<file path="src/mem_cfg_pkg.sv">
// width and depth constants; the word size is fixed at 64 bits and instructions at 32 bits
`default_nettype none

package mem_cfg_pkg;

    // data word of the rv64 core
    parameter int XLEN = 64;

    // byte address for both load/store and fetch
    parameter int ADDR_W = 32;

    // fetch returns one uncompressed instruction
    parameter int INST_W = 32;

    // two adjacent words, enough for any unaligned access
    parameter int SPAN_W = 2 * XLEN;

    // 32 KiB of storage unless the top level overrides it
    parameter int DEPTH_WORDS_DEFAULT = 4096;

endpackage

`default_nettype wire

</file>
<file path="src/mem_types_pkg.sv">
// access encodings; funct3 values follow the rv64i load/store opcodes, 3'b111 is not defined
`default_nettype none

package mem_types_pkg;

    // funct3 field of LOAD and STORE instructions
    // stores only use the low two bits, unsigned codes appear on loads
    typedef enum logic [2:0] {
        F3_B  = 3'b000,
        F3_H  = 3'b001,
        F3_W  = 3'b010,
        F3_D  = 3'b011,
        F3_BU = 3'b100,
        F3_HU = 3'b101,
        F3_WU = 3'b110
    } funct3_e;

    // access width after decode
    // encoding equals funct3[1:0] so byte count is 1 << size
    typedef enum logic [1:0] {
        SZ_B = 2'd0,
        SZ_H = 2'd1,
        SZ_W = 2'd2,
        SZ_D = 2'd3
    } access_size_e;

endpackage

`default_nettype wire

</file>
<file path="src/mem_if.sv">
// request and load response buses between the memory stages; no handshake, valid is a 1-cycle strobe
`timescale 1ns/1ps
`default_nettype none


// raw load data, array to result stage
interface mem_rsp_if
    import mem_cfg_pkg::*;
    import mem_types_pkg::*;
();
    logic                   valid;
    // already aligned down to byte 0
    logic [XLEN-1:0]        raw_data;
    access_size_e           size;
    logic                   sign_ext;

    modport ram (output valid, raw_data, size, sign_ext);
    modport res (input valid, raw_data, size, sign_ext);
endinterface

`default_nettype wire

</file>
<file path="src/load_result.sv">
// combinational load extension; load_data_o is only meaningful while load_valid_o is high
`timescale 1ns/1ps
`default_nettype none

module load_result
    import mem_cfg_pkg::*;
    import mem_types_pkg::*;
(
    mem_rsp_if.res                  rsp,
    output logic                    load_valid_o,
    output logic [XLEN-1:0]         load_data_o
);
    // fill bit per size, zero for unsigned loads
    logic fill_b;
    logic fill_h;
    logic fill_w;

    assign fill_b = rsp.sign_ext && rsp.raw_data[7];
    assign fill_h = rsp.sign_ext && rsp.raw_data[15];
    assign fill_w = rsp.sign_ext && rsp.raw_data[31];

    assign load_valid_o = rsp.valid;

    // keep the low bytes, replicate fill above them
    always_comb begin
        case (rsp.size)
            SZ_B:    load_data_o = {{(XLEN-8){fill_b}}, rsp.raw_data[7:0]};
            SZ_H:    load_data_o = {{(XLEN-16){fill_h}}, rsp.raw_data[15:0]};
            SZ_W:    load_data_o = {{(XLEN-32){fill_w}}, rsp.raw_data[31:0]};
            default: load_data_o = rsp.raw_data;
        endcase
    end

endmodule

`default_nettype wire

</file>
<file path="src/flat_wrapper.sv">
// flat-port wrapper written by rule: the top's interface ports become plain ports
module load_result_flat import mem_cfg_pkg::*; import mem_types_pkg::*;
  (load_valid_o, load_data_o, rsp_valid, rsp_raw_data, rsp_size, rsp_sign_ext);
  mem_rsp_if rsp_i ();
  output logic load_valid_o;
  output logic [XLEN-1:0] load_data_o;
  input wire logic [$bits(rsp_i.valid)-1:0] rsp_valid;
  input wire logic [$bits(rsp_i.raw_data)-1:0] rsp_raw_data;
  input wire logic [$bits(rsp_i.size)-1:0] rsp_size;
  input wire logic [$bits(rsp_i.sign_ext)-1:0] rsp_sign_ext;
  assign rsp_i.valid = rsp_valid;
  assign rsp_i.raw_data = rsp_raw_data;
  assign rsp_i.size = rsp_size;
  assign rsp_i.sign_ext = rsp_sign_ext;
  load_result u_core (.rsp(rsp_i), .load_valid_o(load_valid_o), .load_data_o(load_data_o));
endmodule
</file>
<file path="config.mk">
export PLATFORM = sky130hd
export DESIGN_NAME = load_result_flat
export DESIGN_NICKNAME = d
export VERILOG_FILES = /design/src/mem_cfg_pkg.sv /design/src/mem_types_pkg.sv /design/src/mem_if.sv /design/src/load_result.sv /design/src/flat_wrapper.sv
export SDC_FILE = /design/constraint.sdc
export NUM_CORES = 1
export LEC_CHECK = 0
export BUFFER_PORTS_ARGS = -buffer_cell sky130_fd_sc_hd__buf_2
export CORE_MARGIN = 2
export CORE_UTILIZATION = 34
export DETAILED_ROUTE_END_ITERATION = 12
export PLACE_DENSITY_LB_ADDON = 0.12
export SYNTH_ARGS = -nofsm -noshare
export SYNTH_HDL_FRONTEND = slang
export SYNTH_SLANG_ARGS = --single-unit
</file>
<file path="constraint.sdc">
create_clock -name vclk -period 1.85
set_clock_uncertainty 0.05 [all_clocks]
set_input_delay 0.0925 -clock vclk [all_inputs]
set_output_delay 0.0925 -clock vclk [all_outputs]
set_load 0.02 [all_outputs]
</file>
# Word-level counts from Yosys, hierarchy flattened
# Index checks and enable logic that the tools add are counted.
# W data, S select, Z words.
# totals
ff_bits	0
input_bits	68
out_inout_bits	65
wordCells	7
# op_classes
n_eq_ne	2
mux	1
n_reduce_logical	4
# ops
operator	count
$pmux W64 S3	1
$logic_and A1 B1 Y1	3
$eq A2 B1 Y1 const B	1
$eq A2 B2 Y1 const B	1
$logic_not A2 Y1	1

# Longest topological paths before layout
# depth
ltp_word	2
depth_mapped	6
ltp_nobuf	3

# Worst setup path before layout
# OpenSTA, ideal clock, no wires.
# synth_timing
path_kind	input to output
from	in rsp_size[1]
to	out load_data_o[33]
arrival_time_ns	0.907
required_ns	1.707
setup_slack_ns	0.801
stages	6
n_path_buf	3
cell_sequence	buf_6 > and4b_1 > buf_2 > buf_6 > a21oi_2 > nand2_1
# synth_between
elab_chain_len	2
elab_cells_between_ends	4
cone_classes	eq/ne (2); mux (1); reduce/logical (1)
# synth_lines
item	line_no	source
start, declared	flat_wrapper.sv:9	input wire logic [$bits(rsp_i.size)-1:0] rsp_size;
$eq A2 B2 Y1, or another cell as far along	load_result.sv:26	case (rsp.size)
$pmux W64 S3 (*)	load_result.sv:26	
end, declared	flat_wrapper.sv:6	output logic [XLEN-1:0] load_data_o;
# Every way passes the cells marked *; elsewhere a longest branch is shown, timed or not.

# Worst setup path in the final report
# layout_timing
from	in rsp_size[1]
to	out load_data_o[32]
# The elaborated chain is that of the path after synthesis.

==> metrics.cfg <==
[grt]
track_usage_pct=15.4
grt_max_degree=33
antenna_found_initial=0
grt_pass1_vias=923
grt_overflow=0
grt_pass1_wl_microns=3680

[synthesis]
synthCells=144
avgSynthCellArea_sq_um=6.17
ys_seq_area_share_pct=0
syn-num-nets=212
syn_area_sq_um=888
ys_warn_count=0
synth.distinct_cells=15

[timing]
whs_ns=0.135
hold_viol=0
finalCritPeriodShare_pct=75.0
rsz0062_at_grt=false
worst_pin_slew_ns=0.510
drv_slew=0
tns_ns=0
fmax_mhz=720
setup-violations-final=0
slew_headroom_pct=66.0
period_needed_ns=1.39

[finish]
num-clock-buffers=0
drive_gt1_share_pct=64.9
layout_commonest_cell=buf_2
diodes=0
regArea_sq_um=0
fin_util_pct=52.6
area_growth_syn_to_layout_pct=46.8
n_sequential_cell=0
final_cell_mix=buf_2 (117), nand2_1 (72), a21oi_2 (30)
fin_nets=309

[route]
post-route-drc-count=0
drtIter0Drc=11
ant_nets=0
avgRoutedWirePerCell_microns=9.89
routed_wirelength_microns=2660
via_count=1203
first_pass_iters=4
avgViaCountPerCell=4.47

[worst_setup_path]
path_class=in -> out
start_kind=input pin
endpoint=load_data_o[32]
endpoint_kind=output port
required_ns=1.71
critical_path.startpoint=rsp_size[1]
arrival_ns=1.25
worst-path-max-fanout=32

[die]
rows=18
die_y_microns=55.1
core_area_sq_um=2480
die_area_sq_um=3040
die_w_microns=55.1
io_pins=133
start_util_pct=35.9

[power]
p_leak_nw=0.941
power.density_nw_per_um2=346
ir_worst_vdd_mv=0.257
power_uw=451

[placed_design]
io_buffers=117
hpwl_microns=2160
gp_congestion=0.778

[status]
status=finished clean

[clock_network]
postCtsSetupBuffers=0
cts_hold_buf=0
cts_resized=0

[run]
drv_cap=0

[min_path]
holdCritPathClass=in -> out

-- worst min path at each step --
stage | start | end | cells past startpoint
global placement | rsp_raw_data[0] | load_data_o[0] | 0
finish | rsp_raw_data[0] | load_data_o[0] | 0
floorplan | rsp_raw_data[0] | load_data_o[0] | 1
detailed placement | rsp_raw_data[0] | load_data_o[0] | 0
global route | rsp_raw_data[0] | load_data_o[0] | 0
CTS | rsp_raw_data[0] | load_data_o[0] | 0
-- synth_stat cells --
| cell type | count | area (sq um) |
|---|---|---|
| clkbuf_1 | 2 | 7.51 |
| and4b_1 | 1 | 10.0 |
| buf_2 | 3 | 15.0 |
| buf_4 | 9 | 67.6 |
| buf_12 | 3 | 60.1 |
| nand2_1 | 72 | 270 |
| nand3_1 | 1 | 5.00 |
| a21oi_1 | 2 | 10.0 |
| o21ai_0 | 8 | 40.0 |
| nor2_1 | 1 | 3.75 |
| nand3b_2 | 1 | 11.3 |
| mux2_4 | 1 | 15.0 |
| a21oi_2 | 30 | 263 |
| buf_6 | 9 | 101 |
| and2_4 | 1 | 8.76 |
-- stage by stage --
stage	instance area (sq um)	setup WS [ns]	std cells
after detailed placement	1300	0.456	269
after global placement	1300	0.453	269
final	1300	0.462	269
after floorplan	888	0.801	144
after global routing	1300	0.340	269
after CTS	1300	0.452	269
-- layout make-up --
cell class / instances / area (sq um)
fillers: 313 / 1170
multi-input cells: 118 / 638
well taps: 30 / 37.5
repair buffers: 121 / 628
-- per-layer routing --
layer | vias up | GRT usage [%] | share of wire [%]
li1 | 641 | - | -
met1 | 502 | 17.3 | 38
met2 | 60 | 32.3 | 52
met3 | 0 | 0.806 | 9.6
met4 | 0 | 0.813 | 0
met5 | - | 0 | 0
-- where the power goes --
part           switching [mW]  internal (mW)
clock                       0              0
sequential                  0              0
combinational           0.278          0.173
-- worst max-delay path: stages --
cell and delay (ns):
buf_2 0.24, and2_4 0.53, a21oi_1 0.14, nand2_1 0.08
buf_2 0.15
-- cell families (layout without fill, tap and decap cells) --
kind of cell	Yosys count	count (layout)	share of synthesized area (%)
simple gates	77	77	34.8
compound gates	40	40	35.2
buf+inv	26	121	28.3
mux	1	1	1.69
(Power assumes the default switching activity.)
