### src/mem_cfg_pkg.sv
// width and depth constants; the word size is fixed at 64 bits and instructions at 32 bits
`default_nettype none

package mem_cfg_pkg;

    // data word of the rv64 core
    parameter int XLEN = 64;

    // byte address for both load/store and fetch
    parameter int ADDR_W = 32;

    // fetch returns one uncompressed instruction
    parameter int INST_W = 32;

    // two adjacent words, enough for any unaligned access
    parameter int SPAN_W = 2 * XLEN;

    // 32 KiB of storage unless the top level overrides it
    parameter int DEPTH_WORDS_DEFAULT = 4096;

endpackage

`default_nettype wire

### src/mem_types_pkg.sv
// access encodings; funct3 values follow the rv64i load/store opcodes, 3'b111 is not defined
`default_nettype none

package mem_types_pkg;

    // funct3 field of LOAD and STORE instructions
    // stores only use the low two bits, unsigned codes appear on loads
    typedef enum logic [2:0] {
        F3_B  = 3'b000,
        F3_H  = 3'b001,
        F3_W  = 3'b010,
        F3_D  = 3'b011,
        F3_BU = 3'b100,
        F3_HU = 3'b101,
        F3_WU = 3'b110
    } funct3_e;

    // access width after decode
    // encoding equals funct3[1:0] so byte count is 1 << size
    typedef enum logic [1:0] {
        SZ_B = 2'd0,
        SZ_H = 2'd1,
        SZ_W = 2'd2,
        SZ_D = 2'd3
    } access_size_e;

endpackage

`default_nettype wire

### src/mem_if.sv
// request and load response buses between the memory stages; no handshake, valid is a 1-cycle strobe
`timescale 1ns/1ps
`default_nettype none

// decoded request, decode stage to array
interface mem_req_if
    import mem_cfg_pkg::*;
    import mem_types_pkg::*;
#(
    parameter int DEPTH_WORDS = DEPTH_WORDS_DEFAULT
) ();
    localparam int IDX_W = $clog2(DEPTH_WORDS);

    logic                   valid;
    logic                   we;
    // index of the lower of the two words
    logic [IDX_W-1:0]       word_idx;
    logic [2:0]             offset;
    // byte k of the span sits in the upper word for k >= 8
    logic [SPAN_W-1:0]      wdata_span;
    logic [SPAN_W/8-1:0]    bmask_span;
    access_size_e           size;
    logic                   sign_ext;

    modport dec (output valid, we, word_idx, offset, wdata_span, bmask_span, size, sign_ext);
    modport ram (input valid, we, word_idx, offset, wdata_span, bmask_span, size, sign_ext);
endinterface


`default_nettype wire

### src/lsu_decode.sv
// combinational request decode; DEPTH_WORDS must be a power of two of at least 2, address bits above the array are ignored
`timescale 1ns/1ps
`default_nettype none

module lsu_decode
    import mem_cfg_pkg::*;
    import mem_types_pkg::*;
#(
    parameter int DEPTH_WORDS = DEPTH_WORDS_DEFAULT
) (
    input  wire logic               req_valid_i,
    input  wire logic               req_we_i,
    input  wire funct3_e            req_funct3_i,
    input  wire logic [ADDR_W-1:0]  req_addr_i,
    input  wire logic [XLEN-1:0]    req_wdata_i,
    mem_req_if.dec                  req
);
    localparam int IDX_W = $clog2(DEPTH_WORDS);
    localparam int WB    = XLEN / 8;

    // bytes touched, before the shift by offset
    logic [WB-1:0] size_mask;

    // strobes go straight through
    assign req.valid = req_valid_i;
    assign req.we    = req_we_i;

    // byte offset inside the word, then the word index above it
    assign req.offset   = req_addr_i[2:0];
    assign req.word_idx = req_addr_i[3 +: IDX_W];

    // signed and unsigned codes share a size
    always_comb begin
        case (req_funct3_i)
            F3_B, F3_BU: req.size = SZ_B;
            F3_H, F3_HU: req.size = SZ_H;
            F3_W, F3_WU: req.size = SZ_W;
            default:     req.size = SZ_D;
        endcase
    end

    // only the plain codes sign extend, double has nothing to fill
    assign req.sign_ext = (req_funct3_i inside {F3_B, F3_H, F3_W});

    always_comb begin
        case (req.size)
            SZ_B:    size_mask = 8'h01;
            SZ_H:    size_mask = 8'h03;
            SZ_W:    size_mask = 8'h0f;
            default: size_mask = 8'hff;
        endcase
    end

    // mask moves by bytes, data by bits
    assign req.bmask_span = {{WB{1'b0}}, size_mask} << req.offset;
    // bytes above the access ride along but are masked off in the array
    assign req.wdata_span = {{XLEN{1'b0}}, req_wdata_i} << {req.offset, 3'b000};

endmodule

`default_nettype wire

### src/flat_wrapper.sv
// flat-port wrapper written by rule: the top's interface ports become plain ports
module lsu_decode_flat import mem_cfg_pkg::*; import mem_types_pkg::*;
#(
    parameter int DEPTH_WORDS = DEPTH_WORDS_DEFAULT
)
  (req_valid_i, req_we_i, req_funct3_i, req_addr_i, req_wdata_i, req_valid, req_we, req_word_idx, req_offset, req_wdata_span, req_bmask_span, req_size, req_sign_ext);
  mem_req_if #(.DEPTH_WORDS(DEPTH_WORDS)) req_i ();
  input  wire logic req_valid_i;
  input  wire logic req_we_i;
  input  wire funct3_e req_funct3_i;
  input  wire logic [ADDR_W-1:0] req_addr_i;
  input  wire logic [XLEN-1:0] req_wdata_i;
  output wire logic [$bits(req_i.valid)-1:0] req_valid;
  output wire logic [$bits(req_i.we)-1:0] req_we;
  output wire logic [$bits(req_i.word_idx)-1:0] req_word_idx;
  output wire logic [$bits(req_i.offset)-1:0] req_offset;
  output wire logic [$bits(req_i.wdata_span)-1:0] req_wdata_span;
  output wire logic [$bits(req_i.bmask_span)-1:0] req_bmask_span;
  output wire logic [$bits(req_i.size)-1:0] req_size;
  output wire logic [$bits(req_i.sign_ext)-1:0] req_sign_ext;
  assign req_valid = req_i.valid;
  assign req_we = req_i.we;
  assign req_word_idx = req_i.word_idx;
  assign req_offset = req_i.offset;
  assign req_wdata_span = req_i.wdata_span;
  assign req_bmask_span = req_i.bmask_span;
  assign req_size = req_i.size;
  assign req_sign_ext = req_i.sign_ext;
  lsu_decode #(.DEPTH_WORDS(DEPTH_WORDS)) u_core (.req_valid_i(req_valid_i), .req_we_i(req_we_i), .req_funct3_i(req_funct3_i), .req_addr_i(req_addr_i), .req_wdata_i(req_wdata_i), .req(req_i));
endmodule
### config.mk
export PLATFORM = sky130hd
export DESIGN_NAME = lsu_decode_flat
export DESIGN_NICKNAME = d
export VERILOG_FILES = /design/src/mem_cfg_pkg.sv /design/src/mem_types_pkg.sv /design/src/mem_if.sv /design/src/lsu_decode.sv /design/src/flat_wrapper.sv
export SDC_FILE = /design/constraint.sdc
export NUM_CORES = 1
export LEC_CHECK = 0
export BUFFER_PORTS_ARGS = -buffer_cell sky130_fd_sc_hd__buf_2
export CORE_MARGIN = 4
export CORE_UTILIZATION = 30
export DETAILED_ROUTE_END_ITERATION = 6
export PLACE_DENSITY_LB_ADDON = 0.12
export RECOVER_POWER = 50
export SYNTH_ARGS = -nofsm -noshare
export SYNTH_HDL_FRONTEND = slang
export SYNTH_SLANG_ARGS = --single-unit
### constraint.sdc
create_clock -name vclk -period 2
set_clock_uncertainty 0.2 [all_clocks]
set_input_delay 0.1 -clock vclk [all_inputs]
set_output_delay 0.1 -clock vclk [all_outputs]
set_load 0.02 [all_outputs]
**Word-level counts from Yosys, hierarchy flattened**

Cells that the tools add are included.

- Memory bits (read-only): 0
- Bits in latches: 0
- Memories: 0
- Register bits: 0
- Memory bits (writable): 0

- Div/mod/pow operators: 0
- Bitwise gates (word level): 0
- Reduce and logical (&&, ||, !) cells: 6
- $mul: 0
- Eq/ne operators: 7
- Mux-type cells: 2
- Order comparisons: 0
- $add $sub $neg: 0
- Shifts and indexed selects: 2

Operators with widths:

| operator | count |
|---|---|
| 64-bit by 6-bit left shift with 128-bit output | 1 |
| 8-bit one-hot mux with 3 select lines | 1 |
| 8-bit by 3-bit left shift with 16-bit output | 1 |
| 3-bit == test, second input constant | 3 |
| 2-bit one-hot mux with 3 select lines | 1 |
| 2-bit OR reduction | 3 |
| 3-bit by 1-bit == test with 1-bit output, second input constant | 1 |
| 3-bit by 2-bit == test with 1-bit output, second input constant | 1 |
| 3-bit logical NOT | 1 |
| 3-bit nonzero test | 1 |
| 2-bit by 1-bit == test with 1-bit output, second input constant | 1 |
| 2-bit == test, second input constant | 1 |
| 2-bit logical NOT | 1 |

**Logic depth before layout (Yosys ltp)**

- Depth in word-level cells: 6
- Gate-level depth with buffers: 7
- Depth with buffers taken out: 3

**Least setup slack after synthesis**

OpenSTA, ideal clock, no wires.

- Path kind: input-to-output
- From: input port req_addr_i[1]
- To: output port req_wdata_span[57]
- Data required time: 1.700 ns
- Path buffers: 3
- Arrival time: 1.273 ns
- Path slack: 0.427 ns
- Cell stages on the path: 5
- Cells stage by stage: buf_6 -> nor2b_1 -> clkbuf_1 -> buf_2 -> a221oi_1

- Word-level cells in the longest chain between the ends: 1

RTL lines:

| element | RTL line | source |
|---|---|---|
| from (decl) | flat_wrapper.sv:11 | `input wire logic [ADDR_W-1:0] req_addr_i;` |
| 64-bit by 6-bit left shift with 128-bit output | lsu_decode.sv:57 | `assign req.wdata_span = {{XLEN{1'b0}}, req_wdata_i} << {req.offset, 3'b000};` |
| to (decl) | flat_wrapper.sv:17 | `output wire logic [$bits(req_i.wdata_span)-1:0] req_wdata_span;` |

No other way between the ends.

**Worst setup path in the final report**

- From: input port req_addr_i[0]
- To: output port req_wdata_span[28]

The elaborated chain is that of the path after synthesis.

==> flow_summary_export.csv <==
group,metric,value,unit
worst_setup_path,cp_slowest_cell,"mux2_2",
sta,fin_crit_sh,92.0,%
worst_setup_path,path_max_fanout,30,
job,max_cap_viol_count,0,
worst_setup_path,path_cells,"buf_4, buf_12, clkbuf_4, mux2_2, nor2_1, clkbuf_2",
routing,dr.pass1.iters,5,
sta,rsz0062_at_grt,"no",
finish,nClkBuffers,0,
finish,syn_to_final_growth,31.4,%
routing,vias,4405,
logic_synthesis,ys_seq_area_share,0,%
place,hpwl,13600,um
clocking,cts_hold_buf,0,
finish,layout.nets,754,
routing,avgViaCountPerCell,5.57,
hold_path,hp-class,"input pin to output pin",
logic_synthesis,synth_common_cells,"56 x mux2i_1, 55 x mux2_2, 46 x nor2_1, 37 x nand2_1, 32 x buf_4",
logic_synthesis,netlist_area,3400,um2
sta,relSlewSlack,46.2,%
logic_synthesis,netlist-cell-type-count,42,
hold_path,min-delay-start,"req_addr_i[13]",
die,rows,38,
worst_setup_path,startpoint_type,"input pin",
worst_setup_path,critPathKind,"input pin to output pin",
logic_synthesis,syn-instance-count,472,
worst_setup_path,critPathCaptureType,"output pin",
finish,nFlopsAndLatches,0,
worst_setup_path,slowest_delay,0.37,ns
global_routing,grt_pass1_vias,4339,
routing,drt_wl_total,16800,um
logic_synthesis,yosys-top-cells-area,"mux2_2 18%, mux2i_1 16%, buf_4 7.1%",
worst_setup_path,critPathBufInv,4,
logic_synthesis,yosysWarnings,0,
finish,n_fill_cell,1211,
die,pin_count,265,
logic_synthesis,synth.most_common_cell,"mux2i_1",
sta,setup_violations,0,
logic_synthesis,avgSynthCellArea,7.20,um2
hold_path,holdPathStages,0,
routing,post-route-drc-count,0,
clocking,postCtsResizedCells,0,
die,die_x,114,um
clocking,postCtsSetupBuffers,0,
pwr,peakVddDrop,0.131,mV
worst_setup_path,cp.required,1.70,ns
sta,tightest_slew,0.804,ns
routing,ant_nets,0,
pwr,total_leakage_power,0.00221,uW
worst_setup_path,crit_family,"buffers and inverters",
sta,maxSlewViolCount,0,
finish,drive_gt1_share,42.1,%
die,dieArea,13100,um2
routing,wire_per_inst,21.2,um
worst_setup_path,cp.arrival,1.54,ns
routing,drt-initial-drc-count,354,
finish,final_core_util,40.6,%
sta,hold_viol_final,0,
sta,setup_tns,0,ns
logic_synthesis,yosysTopAreaCell,"mux2_2",
sta,layout_min_cycle_time,1.84,ns
die,start_util,30.9,%
hold_path,whs_endpoint,"req_word_idx[10]",
global_routing,grt_antenna_before_repair,0,
die,dieHeight,114,um
place,port_buffers,211,
pwr,pwr_density_cell,329,nW/um2
place,gp_congestion,0.950,
logic_synthesis,synth.top_cell.area_share,18.2,%
finish,postLayoutCellArea,4460,um2
sta,fmax,544,MHz
global_routing,track_usage,23.9,%
place,placed_cell_area,4530,um2
global_routing,gr-total-overflow,0,
finish,regArea,0,um2
die,core_area,11000,um2
outcome,status,"completed",
global_routing,grt_pass1_wl,25100,um
finish,diodes,0,
global_routing,grt_start_max_net_pins,31,
[routing by layer]
layer | wire length [um] | track usage [%]
met5 | 0 | 0
met2 | 7790 | 39.2
met3 | 1380 | 3.38
met4 | 175 | 2.77
met1 | 7430 | 34.2
[power by group]
group	total, uW	switching [uW]	leakage [uW]	internal [uW]
Combinational	1470	920	0.00221	549
Clock	0	0	0	0
Sequential	0	0	0	0
Total	1470	920	0.00221	549
[metrics by stage]
stage,total power (uW),setup WS (ns),cells,hold WS [ns]
after floorplan,994,0.427,480,0.0769
after global placement,1480,0.156,791,0.000137
after detailed placement,1480,0.146,791,0.000137
after CTS,1490,0.136,791,0.000137
after global routing,1580,0.0609,791,0.0000325
final,1470,0.160,791,0.00000777
[layout by cell type, fill, tap and decap left out, types with 9 or more instances in the layout]
cell        n
mux2_2     50
o21ai_0    14
inv_1      11
o22ai_1    16
buf_4      32
buf_2     173
o221ai_1   16
a221oi_1   22
conb_1      9
a21oi_1    23
clkbuf_1   37
mux2i_1    56
nor2_1     46
nor2b_1    12
nand2_1    37
[area by class of cell]
class / count / area (um2) / area share (%)
Inverter: 12 / 45.0 / 1.01
Tap cell: 140 / 175 / 3.92
Timing Repair Buffer: 253 / 1420 / 31.9
Multi-Input combinational cell: 386 / 2820 / 63.2
[worst max path at each step]
| stage | start | to | slack [ns] | cells past startpoint |
|---|---|---|---|---|
| after floorplan | req_addr_i[1] | req_wdata_span[57] | 0.43 | 5 |
| after global routing | req_addr_i[1] | req_bmask_span[6] | 0.06 | 6 |
| after detailed placement | req_addr_i[1] | req_wdata_span[58] | 0.15 | 5 |
| after global placement | req_addr_i[1] | req_wdata_span[58] | 0.16 | 5 |
| after CTS | req_addr_i[1] | req_wdata_span[58] | 0.14 | 5 |
| final | req_addr_i[0] | req_wdata_span[28] | 0.16 | 6 |
[cell families after synthesis]
logic type	Yosys count	share of synthesized area, %
AOI/OAI and AO/OA	139	29.6
buffers and inverters	94	17.9
muxes	112	35.2
other	1	0.110
and+or+nand+nor	126	17.2
Note: power is estimated with default switching activity, not from simulation.
